## src/hdl/dcache_if_pkg.sv

```systemverilog
/* data-memory interface: command and size encodings, request and
   response structs, scratchpad size and the I/O window */

package dcache_if_pkg;

    localparam int          DMEM_WORDS   = 32;
    localparam int          DMEM_IDX_W   = $clog2(DMEM_WORDS);
    localparam logic [63:0] IO_BASE_ADDR = 64'h8002_0000;
    localparam logic [63:0] IO_LAST_ADDR = 64'h8002_0053;

    typedef enum logic [4:0] {
        DCMD_LOAD  = 5'b00000,
        DCMD_STORE = 5'b00001,
        DCMD_SWAP  = 5'b00100,
        DCMD_LR    = 5'b00110,
        DCMD_SC    = 5'b00111,
        DCMD_ADD   = 5'b01000,
        DCMD_XOR   = 5'b01001,
        DCMD_OR    = 5'b01010,
        DCMD_AND   = 5'b01011,
        DCMD_MIN   = 5'b01100,
        DCMD_MAX   = 5'b01101,
        DCMD_MINU  = 5'b01110,
        DCMD_MAXU  = 5'b01111
    } dcache_cmd_t;

    typedef enum logic [1:0] {SIZE_B, SIZE_H, SIZE_W, SIZE_D} mem_size_t;

    // tag layout: rd in bits 5:1, bit 0 is 0 (integer destination)
    typedef struct packed {
        logic        valid;
        logic        kill;
        logic        invalidate_lr;
        dcache_cmd_t cmd;
        logic [63:0] addr;
        mem_size_t   size;
        logic        is_unsigned;
        logic [63:0] data;
        logic [7:0]  tag;
    } dcache_req_t;

    typedef struct packed {
        logic        valid;
        logic [63:0] data;
        logic [7:0]  tag;
        logic        xcpt_ma_ld;
        logic        xcpt_ma_st;
    } dcache_resp_t;

    function automatic logic in_io_window(input logic [63:0] addr);
        return (addr >= IO_BASE_ADDR) && (addr <= IO_LAST_ADDR);
    endfunction

endpackage

```

## src/hdl/core_mem_pkg.sv

```systemverilog
/* core-side memory stage types: data words, register index,
   instruction kinds, memory-op classes and the issue struct */

package core_mem_pkg;

    localparam int XLEN = 64;

    typedef logic [XLEN-1:0] bus64_t;
    typedef logic [4:0]      reg_t;

    // memory instructions seen by the stage
    typedef enum logic [5:0] {
        LB, LBU, LH, LHU, LW, LWU, LD,
        SB, SH, SW, SD,
        AMO_LRW,   AMO_LRD,
        AMO_SCW,   AMO_SCD,
        AMO_SWAPW, AMO_SWAPD,
        AMO_ADDW,  AMO_ADDD,
        AMO_XORW,  AMO_XORD,
        AMO_ANDW,  AMO_ANDD,
        AMO_ORW,   AMO_ORD,
        AMO_MINW,  AMO_MIND,
        AMO_MAXW,  AMO_MAXD,
        AMO_MINWU, AMO_MINDU,
        AMO_MAXWU, AMO_MAXDU
    } instr_t;

    typedef enum logic [1:0] {
        MEM_LOAD,
        MEM_STORE,
        MEM_AMO     // lr/sc and all read-modify-write ops
    } mem_op_t;

    // one issued memory instruction
    typedef struct packed {
        instr_t instr;
        bus64_t rs1;
        bus64_t rs2;    // store data or amo operand
        bus64_t imm;
        reg_t   rd;
    } mem_issue_t;

endpackage
```

## src/hdl/mem_stage_top.sv

```systemverilog
/* memory stage top: request sequencer and data scratchpad */

module mem_stage_top import core_mem_pkg::*, dcache_if_pkg::*; (
    input  logic       clk_i,
    input  logic       rstn_i,
    input  logic       valid_i,
    input  logic       kill_i,
    input  logic       csr_eret_i,
    input  mem_issue_t issue_i,
    output logic       ready_o,
    output logic       lock_o,
    output logic       io_wr_o,
    output bus64_t     data_o,
    output bus64_t     io_data_o,
    output reg_t       wb_rd_o,
    output logic       xcpt_ma_o
);

    dcache_req_t  dmem_req;
    dcache_resp_t dmem_resp;
    logic         dmem_req_ready;

    mem_unit u_mem_unit (
        .clk_i            (clk_i),
        .rstn_i           (rstn_i),
        .valid_i          (valid_i),
        .kill_i           (kill_i),
        .csr_eret_i       (csr_eret_i),
        .issue_i          (issue_i),
        .dmem_req_ready_i (dmem_req_ready),
        .dmem_resp_i      (dmem_resp),
        .dmem_req_o       (dmem_req),
        .ready_o          (ready_o),
        .lock_o           (lock_o),
        .data_o           (data_o),
        .wb_rd_o          (wb_rd_o)
    );

    dmem_scratchpad u_dmem (
        .clk_i            (clk_i),
        .rstn_i           (rstn_i),
        .dmem_req_i       (dmem_req),
        .dmem_req_ready_o (dmem_req_ready),
        .dmem_resp_o      (dmem_resp),
        .io_wr_o          (io_wr_o),
        .io_data_o        (io_data_o)
    );

    assign xcpt_ma_o = dmem_resp.xcpt_ma_ld | dmem_resp.xcpt_ma_st;

endmodule

```

## src/hdl/mem_unit.sv

```systemverilog
/* load/store/amo request sequencer: FSM, command decode,
   address generation and writeback outputs */

module mem_unit import core_mem_pkg::*, dcache_if_pkg::*; (
    input  logic         clk_i,
    input  logic         rstn_i,
    input  logic         valid_i,
    input  logic         kill_i,
    input  logic         csr_eret_i,
    input  mem_issue_t   issue_i,
    input  logic         dmem_req_ready_i,
    input  dcache_resp_t dmem_resp_i,
    output dcache_req_t  dmem_req_o,
    output logic         ready_o,
    output logic         lock_o,
    output bus64_t       data_o,
    output reg_t         wb_rd_o
);

    typedef enum logic [1:0] {
        ST_RESET,
        ST_IDLE,
        ST_MAKE_REQ,
        ST_WAIT_RESP
    } state_t;

    state_t      state_q;
    state_t      state_d;
    dcache_cmd_t req_cmd;
    mem_size_t   req_size;
    mem_op_t     mem_op;
    logic        req_valid;
    logic        mem_xcpt;
    logic        io_store;

    // --------------------
    // decode
    always_comb begin
        case (issue_i.instr)
            AMO_LRW, AMO_LRD:     req_cmd = DCMD_LR;
            AMO_SCW, AMO_SCD:     req_cmd = DCMD_SC;
            AMO_SWAPW, AMO_SWAPD: req_cmd = DCMD_SWAP;
            AMO_ADDW, AMO_ADDD:   req_cmd = DCMD_ADD;
            AMO_XORW, AMO_XORD:   req_cmd = DCMD_XOR;
            AMO_ANDW, AMO_ANDD:   req_cmd = DCMD_AND;
            AMO_ORW, AMO_ORD:     req_cmd = DCMD_OR;
            AMO_MINW, AMO_MIND:   req_cmd = DCMD_MIN;
            AMO_MAXW, AMO_MAXD:   req_cmd = DCMD_MAX;
            AMO_MINWU, AMO_MINDU: req_cmd = DCMD_MINU;
            AMO_MAXWU, AMO_MAXDU: req_cmd = DCMD_MAXU;
            SB, SH, SW, SD:       req_cmd = DCMD_STORE;
            default:              req_cmd = DCMD_LOAD;
        endcase
    end

    always_comb begin
        case (issue_i.instr)
            LB, LBU, SB: req_size = SIZE_B;
            LH, LHU, SH: req_size = SIZE_H;
            LD, SD, AMO_LRD, AMO_SCD, AMO_SWAPD, AMO_ADDD, AMO_XORD, AMO_ANDD,
            AMO_ORD, AMO_MIND, AMO_MAXD, AMO_MINDU, AMO_MAXDU:
                         req_size = SIZE_D;
            default:     req_size = SIZE_W;   // word loads/stores and W amos
        endcase
    end

    assign mem_op = (req_cmd == DCMD_LOAD)  ? MEM_LOAD  :
                    (req_cmd == DCMD_STORE) ? MEM_STORE : MEM_AMO;

    // --------------------
    // request
    assign dmem_req_o.valid         = req_valid;
    assign dmem_req_o.kill          = mem_xcpt | kill_i;
    assign dmem_req_o.invalidate_lr = csr_eret_i;
    assign dmem_req_o.cmd           = req_cmd;
    assign dmem_req_o.addr          = (mem_op == MEM_AMO) ? issue_i.rs1
                                                          : issue_i.rs1 + issue_i.imm;
    assign dmem_req_o.size          = req_size;
    assign dmem_req_o.is_unsigned   = issue_i.instr inside {LBU, LHU, LWU};
    assign dmem_req_o.data          = issue_i.rs2;
    assign dmem_req_o.tag           = {2'b00, issue_i.rd, 1'b0};

    assign mem_xcpt = dmem_resp_i.xcpt_ma_ld | dmem_resp_i.xcpt_ma_st;
    assign io_store = (mem_op == MEM_STORE) & in_io_window(dmem_req_o.addr);  // no response

    // --------------------
    // sequencing FSM
    always_ff @(posedge clk_i or negedge rstn_i) begin
        if (!rstn_i) begin
            state_q <= ST_RESET;
        end else begin
            state_q <= state_d;
        end
    end

    always_comb begin
        req_valid = 1'b0;
        lock_o    = 1'b0;
        state_d   = state_q;
        case (state_q)
            ST_RESET: state_d = ST_IDLE;
            ST_IDLE: begin
                req_valid = valid_i & ~kill_i & dmem_req_ready_i;
                lock_o    = valid_i & ~kill_i;
                if (req_valid) begin
                    state_d = ST_MAKE_REQ;
                end
            end
            ST_MAKE_REQ: begin
                lock_o  = ~kill_i;
                state_d = kill_i ? ST_IDLE : ST_WAIT_RESP;
            end
            ST_WAIT_RESP: begin
                // response, exception or i/o store all end the wait
                if (dmem_resp_i.valid | mem_xcpt | io_store | kill_i) begin
                    state_d = ST_IDLE;
                end else begin
                    lock_o = 1'b1;
                end
            end
            default: state_d = ST_RESET;
        endcase
    end

    // writeback
    assign ready_o = dmem_resp_i.valid & (mem_op != MEM_STORE);
    assign data_o  = dmem_resp_i.data;
    assign wb_rd_o = dmem_resp_i.tag[5:1];

endmodule

```

## src/hdl/dmem_scratchpad.sv

```systemverilog
/* data scratchpad: word storage, byte lanes, load formatting, LR reservation,
   misalignment check, I/O output register and two-cycle response */

module dmem_scratchpad import core_mem_pkg::*, dcache_if_pkg::*; (
    input  logic         clk_i,
    input  logic         rstn_i,
    input  dcache_req_t  dmem_req_i,
    output logic         dmem_req_ready_o,
    output dcache_resp_t dmem_resp_o,
    output logic         io_wr_o,
    output bus64_t       io_data_o
);

    bus64_t                mem_q [DMEM_WORDS];
    dcache_req_t           req_q;
    logic                  s1_valid_q;
    logic                  resp_valid_q;
    bus64_t                resp_data_q;
    logic [7:0]            resp_tag_q;
    logic                  resv_valid_q;
    logic [DMEM_IDX_W-1:0] resv_idx_q;
    logic                  io_wr_q;
    bus64_t                io_data_q;

    logic                  accept;
    logic                  misaligned;
    logic                  live_is_load;
    logic [DMEM_IDX_W-1:0] idx;
    logic [2:0]            offs;
    logic                  is_store, is_lr, is_sc, is_amo, io_store;
    logic                  s1_fire, sc_ok, mem_we;
    logic [7:0]            byte_en;
    bus64_t                old_word, shifted, load_val, alu_res, src_data;
    bus64_t                lane_data, wr_mask;

    // --------------------
    // request side
    assign dmem_req_ready_o = ~s1_valid_q;   // busy while the access runs
    assign accept = dmem_req_i.valid & dmem_req_ready_o & ~dmem_req_i.kill;

    always_comb begin
        case (dmem_req_i.size)
            SIZE_B:  misaligned = 1'b0;
            SIZE_H:  misaligned = dmem_req_i.addr[0];
            SIZE_W:  misaligned = |dmem_req_i.addr[1:0];
            default: misaligned = |dmem_req_i.addr[2:0];
        endcase
    end

    assign live_is_load = (dmem_req_i.cmd == DCMD_LOAD) | (dmem_req_i.cmd == DCMD_LR);

    // --------------------
    // access stage
    assign idx      = req_q.addr[3 +: DMEM_IDX_W];  // wraps modulo memory size
    assign offs     = req_q.addr[2:0];
    assign is_store = req_q.cmd == DCMD_STORE;
    assign is_lr    = req_q.cmd == DCMD_LR;
    assign is_sc    = req_q.cmd == DCMD_SC;
    assign is_amo   = ~(is_store | is_lr | is_sc | (req_q.cmd == DCMD_LOAD));
    assign io_store = is_store & in_io_window(req_q.addr);
    assign s1_fire  = s1_valid_q & ~io_store;
    assign sc_ok    = resv_valid_q & (resv_idx_q == idx);
    assign mem_we   = s1_fire & (is_store | is_amo | (is_sc & sc_ok));

    assign old_word = mem_q[idx];
    assign shifted  = old_word >> {offs, 3'b000};

    amo_alu u_amo_alu (
        .cmd_i     (req_q.cmd),
        .word_i    (req_q.size == SIZE_W),
        .mem_val_i (shifted),
        .operand_i (req_q.data),
        .result_o  (alu_res)
    );

    assign src_data = is_amo ? alu_res : req_q.data;

    always_comb begin
        case (req_q.size)
            SIZE_B: begin
                lane_data = {8{src_data[7:0]}};
                byte_en   = 8'h01 << offs;
                load_val  = req_q.is_unsigned ? {56'b0, shifted[7:0]}
                                              : {{56{shifted[7]}}, shifted[7:0]};
            end
            SIZE_H: begin
                lane_data = {4{src_data[15:0]}};
                byte_en   = 8'h03 << offs;
                load_val  = req_q.is_unsigned ? {48'b0, shifted[15:0]}
                                              : {{48{shifted[15]}}, shifted[15:0]};
            end
            SIZE_W: begin
                lane_data = {2{src_data[31:0]}};
                byte_en   = 8'h0f << offs;
                load_val  = req_q.is_unsigned ? {32'b0, shifted[31:0]}
                                              : {{32{shifted[31]}}, shifted[31:0]};
            end
            default: begin
                lane_data = src_data;
                byte_en   = 8'hff;
                load_val  = shifted;
            end
        endcase
    end

    always_comb begin
        for (int i = 0; i < 8; i++) begin
            wr_mask[i*8 +: 8] = {8{byte_en[i]}};
        end
    end

    // --------------------
    // registers
    always_ff @(posedge clk_i or negedge rstn_i) begin
        if (!rstn_i) begin
            s1_valid_q   <= 1'b0;
            resp_valid_q <= 1'b0;
            io_wr_q      <= 1'b0;
            resv_valid_q <= 1'b0;
        end else begin
            s1_valid_q   <= accept;
            resp_valid_q <= s1_fire;
            io_wr_q      <= accept & (dmem_req_i.cmd == DCMD_STORE)
                                   & in_io_window(dmem_req_i.addr);
            if (s1_fire & is_lr) begin
                resv_valid_q <= 1'b1;
            end else if (s1_fire & (is_sc | (mem_we & (idx == resv_idx_q)))) begin
                resv_valid_q <= 1'b0;   // sc always consumes it
            end
            if (dmem_req_i.invalidate_lr) begin
                resv_valid_q <= 1'b0;
            end
        end
    end

    always_ff @(posedge clk_i) begin
        if (accept) begin
            req_q <= dmem_req_i;
        end
        if (accept & (dmem_req_i.cmd == DCMD_STORE) & in_io_window(dmem_req_i.addr)) begin
            io_data_q <= dmem_req_i.data;
        end
        if (mem_we) begin
            mem_q[idx] <= (old_word & ~wr_mask) | (lane_data & wr_mask);
        end
        if (s1_fire & is_lr) begin
            resv_idx_q <= idx;
        end
        resp_data_q <= is_sc ? {63'b0, ~sc_ok} : load_val;  // sc: 0 on success
        resp_tag_q  <= req_q.tag;
    end

    // --------------------
    // outputs
    assign dmem_resp_o.valid      = resp_valid_q;
    assign dmem_resp_o.data       = resp_data_q;
    assign dmem_resp_o.tag        = resp_tag_q;
    assign dmem_resp_o.xcpt_ma_ld = misaligned & live_is_load;
    assign dmem_resp_o.xcpt_ma_st = misaligned & ~live_is_load;

    assign io_wr_o   = io_wr_q;
    assign io_data_o = io_data_q;

endmodule

```

## src/hdl/amo_alu.sv

```systemverilog
/* read-modify-write arithmetic for atomic memory commands */

module amo_alu import core_mem_pkg::*, dcache_if_pkg::*; (
    input  dcache_cmd_t cmd_i,
    input  logic        word_i,     // W form
    input  bus64_t      mem_val_i,
    input  bus64_t      operand_i,
    output bus64_t      result_o
);

    bus64_t op_a;
    bus64_t op_b;
    bus64_t res;
    logic   lt_s;
    logic   lt_u;

    // sign extension keeps the unsigned order of 32-bit values too
    assign op_a = word_i ? {{32{mem_val_i[31]}}, mem_val_i[31:0]} : mem_val_i;
    assign op_b = word_i ? {{32{operand_i[31]}}, operand_i[31:0]} : operand_i;

    assign lt_s = $signed(op_a) < $signed(op_b);
    assign lt_u = op_a < op_b;

    always_comb begin
        case (cmd_i)
            DCMD_SWAP: res = op_b;
            DCMD_ADD:  res = op_a + op_b;
            DCMD_XOR:  res = op_a ^ op_b;
            DCMD_AND:  res = op_a & op_b;
            DCMD_OR:   res = op_a | op_b;
            DCMD_MIN:  res = lt_s ? op_a : op_b;
            DCMD_MAX:  res = lt_s ? op_b : op_a;
            DCMD_MINU: res = lt_u ? op_a : op_b;
            DCMD_MAXU: res = lt_u ? op_b : op_a;
            default:   res = op_a;    // not an amo, memory unchanged
        endcase
    end

    // only the low half is stored for W forms
    assign result_o = word_i ? {{32{res[31]}}, res[31:0]} : res;

endmodule

```

## config.mk

```make
export PLATFORM = sky130hd
export DESIGN_NAME = mem_stage_top
export DESIGN_NICKNAME = d
export VERILOG_FILES = /design/src/hdl/dcache_if_pkg.sv /design/src/hdl/core_mem_pkg.sv /design/src/hdl/mem_stage_top.sv /design/src/hdl/mem_unit.sv /design/src/hdl/dmem_scratchpad.sv /design/src/hdl/amo_alu.sv
export SDC_FILE = /design/constraint.sdc
export NUM_CORES = 2
export LEC_CHECK = 0
export BUFFER_PORTS_ARGS = -buffer_cell sky130_fd_sc_hd__buf_2
export CAP_MARGIN = 20
export CELL_PAD_IN_SITES_DETAIL_PLACEMENT = 1
export CELL_PAD_IN_SITES_GLOBAL_PLACEMENT = 2
export CORE_UTILIZATION = 35
export DETAILED_ROUTE_END_ITERATION = 10
export PLACE_DENSITY_LB_ADDON = 0.1
export SYNTH_ARGS = -nofsm -noshare
export SYNTH_HDL_FRONTEND = slang
export SYNTH_SLANG_ARGS = --single-unit
```

## constraint.sdc

```tcl
create_clock -name clk_i -period 12.3 [get_ports clk_i]
set_input_delay 0 -clock clk_i [delete_from_list [all_inputs] [get_ports clk_i]]
set_output_delay 0 -clock clk_i [all_outputs]
set_load 0.03 [all_outputs]
```

=== Word level (Yosys, flattened, before mapping) ===
Memory sizes are Yosys's and may differ from the RTL's. A register that Yosys moved wholly into a read port is not among the register bits.
Cells that the tools add are included.

* Shift operators: 4
* $lt $le $gt $ge: 6
* Eq/ne operators: 31
* Add/sub/neg operators: 2
* Multipliers: 0
* Reductions and logical operators: 12
* Muxes and demuxes: 33
* Bitwise gates (word level): 44
* Div/mod/pow operators: 0

{| class="wikitable"
|+ Operator list
! cell !! count
|-
| $mux W64 || 12
|-
| $pmux W64 S9 || 1
|-
| $pmux W64 S3 || 2
|-
| $and A64 B64 Y64 || 3
|-
| $add A64 B64 Y64 || 2
|-
| $ge A64 B32 Y1 const B || 2
|-
| $le A64 B32 Y1 const B || 2
|-
| $lt A64 B64 Y1 || 2
|-
| $or A64 B64 Y64 || 2
|-
| $not A64 Y64 || 1
|-
| $shr A64 B6 Y64 || 1
|-
| $xor A64 B64 Y64 || 1
|-
| $eq A5 B4 Y1 const B || 8
|-
| $pmux W8 S3 || 1
|-
| $eq A5 B3 Y1 const B || 4
|-
| $and A1 B1 Y1 || 18
|-
| $or A1 B1 Y1 || 12
|-
| $eq A2 B2 Y1 const B || 5
|-
| $eq A5 B1 Y1 const B || 2
|-
| $eq A5 B5 Y1 || 2
|-
| $logic_not A5 Y1 || 2
|-
| $mux W2 || 5
|-
| $eq A2 B1 Y1 const B || 4
|-
| $mux W1 || 8
|-
| other kinds (17) || 30
|}

* Memories: 3
* ROM bits: 384
* Bits of input ports: 208
* Bits in latches: 0
* Logic and storage cells: 151
* Bits in writable memories: 2048
* Register bits after elaboration: 285

{| class="wikitable"
|+ Memories
! memory !! words !! width !! rd ports !! clocked after memory_dff !! wr ports !! line !! source
|-
| u_dmem.mem_q || 32 || 64 || 1 || 1 || 1 || dmem_scratchpad.sv:14 || <nowiki>bus64_t mem_q [DMEM_WORDS];</nowiki>
|-
| (no name shown) || 64 || 4 || 1 || 0 || 0 || mem_unit.sv:39 || <nowiki>case (issue_i.instr)</nowiki>
|-
| (no name shown) || 64 || 2 || 1 || 0 || 0 || mem_unit.sv:57 || <nowiki>case (issue_i.instr)</nowiki>
|}

=== Logic depth before layout (Yosys ltp) ===
An unclocked memory read counts as a cell.

* Depth after elaboration: 15
* Depth in mapped cells: 33
* Gate-level depth less buffers: 25

=== By module ===
A second synthesis with hierarchy kept.

* Cells, all modules: 7520
* Area total of the unflattened synthesis: 109826.6 sq um

{| class="wikitable"
|+ By module, submodules not included
! module !! area each (sq um) !! cells an instance !! instances
|-
| dmem_scratchpad || 91783.0 || 4749 || 1
|-
| amo_alu || 10697.8 || 1604 || 1
|-
| mem_unit || 7339.5 || 1166 || 1
|-
| mem_stage_top || 6.3 || 1 || 1
|}

=== Least setup slack after synthesis ===
No wires, ideal clock.

* Path type: input to register
* Start: input port issue_i[197] (netlist bit)
* End: register u_dmem.io_data_q[0] (netlist: u_dmem.io_data_o[0]) (enable)
* Stages on the path: 16
* Arrival time: 10.802 ns
* Path slack: 1.068 ns
* Required time: 11.870 ns
* Setup time: 0.430 ns
* Cells stage by stage: ha_1 -> clkbuf_1 -> or3_1 -> a32oi_1 -> a31oi_1 -> or2_1 -> buf_2 -> clkbuf_1 -> clkbuf_1 -> nand2_1 -> o21ai_0 -> a21o_1 -> a21boi_0 -> inv_1 -> nor2_1 -> and4b_1

{| class="wikitable"
|+ RTL lines
! item !! line !! source
|-
| start: declaration || mem_stage_top.sv:9 || <nowiki>input mem_issue_t issue_i,</nowiki>
|-
| end signal: assignment || dmem_scratchpad.sv:141 || <nowiki>io_data_q <= dmem_req_i.data;</nowiki>
|-
| end: declaration || dmem_scratchpad.sv:23 || <nowiki>bus64_t io_data_q;</nowiki>
|}

==> flow_summary.yaml <==
floorplan:
  die-height_um: 555
  rows: 202
  die_area_um2: 308000
  start_util_pct: 35.3
  io_pins: 345
  coreArea_um2: 304000
  die-width_um: 555
detailed_routing:
  drt-met1-wl_um: 194000
  wirelength_um: 438000
  drc: 0
  wl_met3_um: 25900
  wl_met2_um: 208000
  dr.first_iter.drc_count: 7773
  drt_pass1_iterations: 5
  via_count: 71836
  ant_nets: 0
  wl_per_cell_um: 35.9
  vias_per_cell: 5.89
  top_layer_used: "met5"
timing:
  tightest_slew_ps: 1230
  rsz0062_at_grt: "false"
  finalCritPeriodShare_pct: 89.9
  hold_slack_ps: 42.6
  max-slew-margin-rel_pct: 17.2
  hold_violations: 0
  setup_tns_ps: 0
  final_max_slew_viol_count: 0
  fmax_mhz: 90.5
  skew_ps: 46.2
  setup_viol: 0
  finalCriticalPeriod_ps: 11060
logic_synthesis:
  synth_common_cells: "edfxtp_1, nand2_1, a21oi_1, mux4_2, nor2_1"
  yosysTopAreaCell: "edfxtp_1"
  synth_fp_nets: 7568
  synthTopCellsByArea: "edfxtp_1, mux4_2, ha_1"
  synthesis.area_um2: 107000
  synth_top_area_share_pct: 63.3
  ys.flop_type: "edfxtp_1"
  seq_area_frac_synth_pct: 64.8
  yosys_warnings: 0
  synthCells: 7087
  syn_area_per_cell_um2: 15.1
  async_reset_ff_share_pct: 0.257
  synth_seq_cells: 2337
  ys_types: 123
  synth_edf_count: 2257
  synth_most_common_cell: "edfxtp_1"
clocking:
  cts-root-buf: "clkbuf_16"
  numCtsBuffers: 270
  cts_tree: "done"
  htreeDepth: 5
  cts_max_path_buffers: 4
  clk_pin_slew_worst_paths_ps: 60
  clock-sinks: 2337
  clk_latency_ps: 900
  postCtsSetupBuffers: 0
placement:
  globalplace.congestion: 0.923
  port_buffers: 344
  hpwl_um: 289000
  placed_cells: 11445
  placed_area_um2: 115000
power:
  power.leakage_nw: 43.6
  ir_worst_vdd_mv: 0.102
  total_power_w: 0.0207
  powerDensity_nw_per_um2: 164
cells_and_area:
  drive_above_1_share_pct: 20.8
  nets: 8372
  stdcell_count: 12199
  syn_to_final_growth_pct: 18.2
  fin_area_um2: 126000
flow_run:
  drv_cap: 0
critical_path:
  required_ps: 12910
  cp_slowest_cell: "mux2i_1"
  end_kind: "flop"
  cp-start-kind: "flop"
  crit_path_max_fanout: 32
  worst_path_most_repeated_cell: "buf_4"
  worstSetupPathType: "flop to flop"
  cp.arrival_ps: 11670
  path_buf_inv: 5
  slowest_delay_ps: 1100
  crit_family: "compound AO/OA/AOI/OAI gates"
  worstPathCellList: "buf_4 -> mux4_2 -> a221oi_2 -> nand3_1 -> mux2i_1 -> mux2i_1 -> nand2_1 -> o221ai_2 -> inv_1 -> ha_1 -> inv_1 -> a211oi_1 -> nand2b_1 -> o21ai_0 -> a31oi_1 -> buf_4 -> nor2_2 -> xnor3_1 -> o21ai_2 -> a211oi_1 -> o21bai_1 -> a2bb2oi_1 -> o211ai_1 -> buf_4"
  r2r_setup_slack_ps: 1240
global_routing:
  grt_overflow_total: 0
  grt_first_pass_wirelength_um: 601000
  first_global_vias: 73203
  antenna_found_initial: 23
  grt_usage_pct: 27.9
  grt_max_degree: 74
status:
  status: "complete, no violations"
hold_path:
  hold_path_class: "input port to flop"
## state kept, by name, summed over array words and instances (netlist names), named ones only
name / flops
u_dmem.offs: 3
u_mem_unit.state_q: 2
u_dmem.io_data_o: 64
u_dmem.resp_valid_q: 1
u_dmem.resp_tag_q: 5
u_dmem.req_q: 132
u_dmem.idx: 5
u_dmem.resp_data_q: 64
u_dmem.io_wr_o: 1
u_dmem.resv_valid_q: 1
u_dmem.s1_valid_q: 1
u_dmem.mem_q: 2048
u_dmem.resv_idx_q: 5
## power by group
| part | switching, W | internal (W) | total, W | leakage [nW] |
|---|---|---|---|---|
| registers | 0.0000624 | 0.00916 | 0.00922 | 21.1 |
| logic | 0.00247 | 0.00111 | 0.00358 | 18.4 |
| clock network | 0.00334 | 0.00457 | 0.00791 | 4.18 |
| total | 0.00588 | 0.0148 | 0.0207 | 43.6 |
## layout make-up
cell class	instances	area (µm²)
timing repair buffer	952	7270
antenna	13	32.5
inverter	226	848
tap	4080	5100
sequential	2337	69400
clock inverter	139	1350
multi-input combinational	4104	35200
fill	30359	177000
clock buffer	348	7230
## per-stage QoR
stage                     util [%]  worst slack (ps)
after detailed placement      38.0              1520
final                         41.7              1240
after global routing          41.7               950
after CTS                     41.7              1450
after global placement        38.0              1590
after floorplan                  -              1070
## worst paths after layout
check	start	to	depth (start not counted)
worst max-delay path	flop	u_dmem.mem_q[5][60]	24
worst min-delay path	issue_i[16]	u_dmem.req_q[86]	3
worst max register to register	flop	u_dmem.mem_q[5][60]	24
worst min register to register	u_dmem.req_q[2]	u_dmem.resp_tag_q[2]	0
max in group asynchronous	rstn_i	u_dmem.resv_valid_q	3
min in group asynchronous	rstn_i	u_dmem.io_wr_o	3
## routing by layer
metal / vias up / track usage [%]
li1: 29840 / -
met1: 38872 / 39.4
met2: 2628 / 45.7
met3: 492 / 3.45
met4: 4 / 6.63
met5: - / 0
## repair_timing
| action | in CTS | in global routing |
|---|---|---|
| endpoints found under the hold margin | 267 | 0 |
| hold buffers | 253 | 0 |
| gates resized for setup | 0 | 0 |
## worst min-delay path, cell delays in order
cell and delay, ps:
buf_2 80, ha_1 280, o311ai_1 300
## cell families after synthesis
family / share of synthesized area, %
simple gates: 6.13
buf+inv: 2.90
compound gates: 9.85
fa+ha+maj: 3.21
mux: 12.1
xor+xnor: 0.926
flops: 64.8
## layout by cell type, fill, tap and decap left out, drive strengths merged, types with 33 or more instances in the layout
cell         synthesis  final
a221oi              72     72
a31oi               43     43
clkinv               2    106
o211ai              51     51
clkbuf             201    349
nor2               356    356
inv                224    237
xor2                40     40
dlygate4sd3          0    253
o31ai               39     39
dfxtp               74     74
mux2                34     34
mux2i              295    295
a21o                68     68
o22ai               47     47
nand4               81     81
nor4                50     50
and2                33     33
buf                218    698
nor3                86     86
o221ai              52     52
a211oi              41     41
nor2b               43     43
edfxtp            2257   2257
xnor2               68     68
ha                 271    271
a22oi              157    157
o21ai              320    320
a21oi              448    448
nand3              103    103
nand2              453    453
nand2b              43     43
mux4               425    425
No activity file was read; power rests on OpenSTA's default activity.
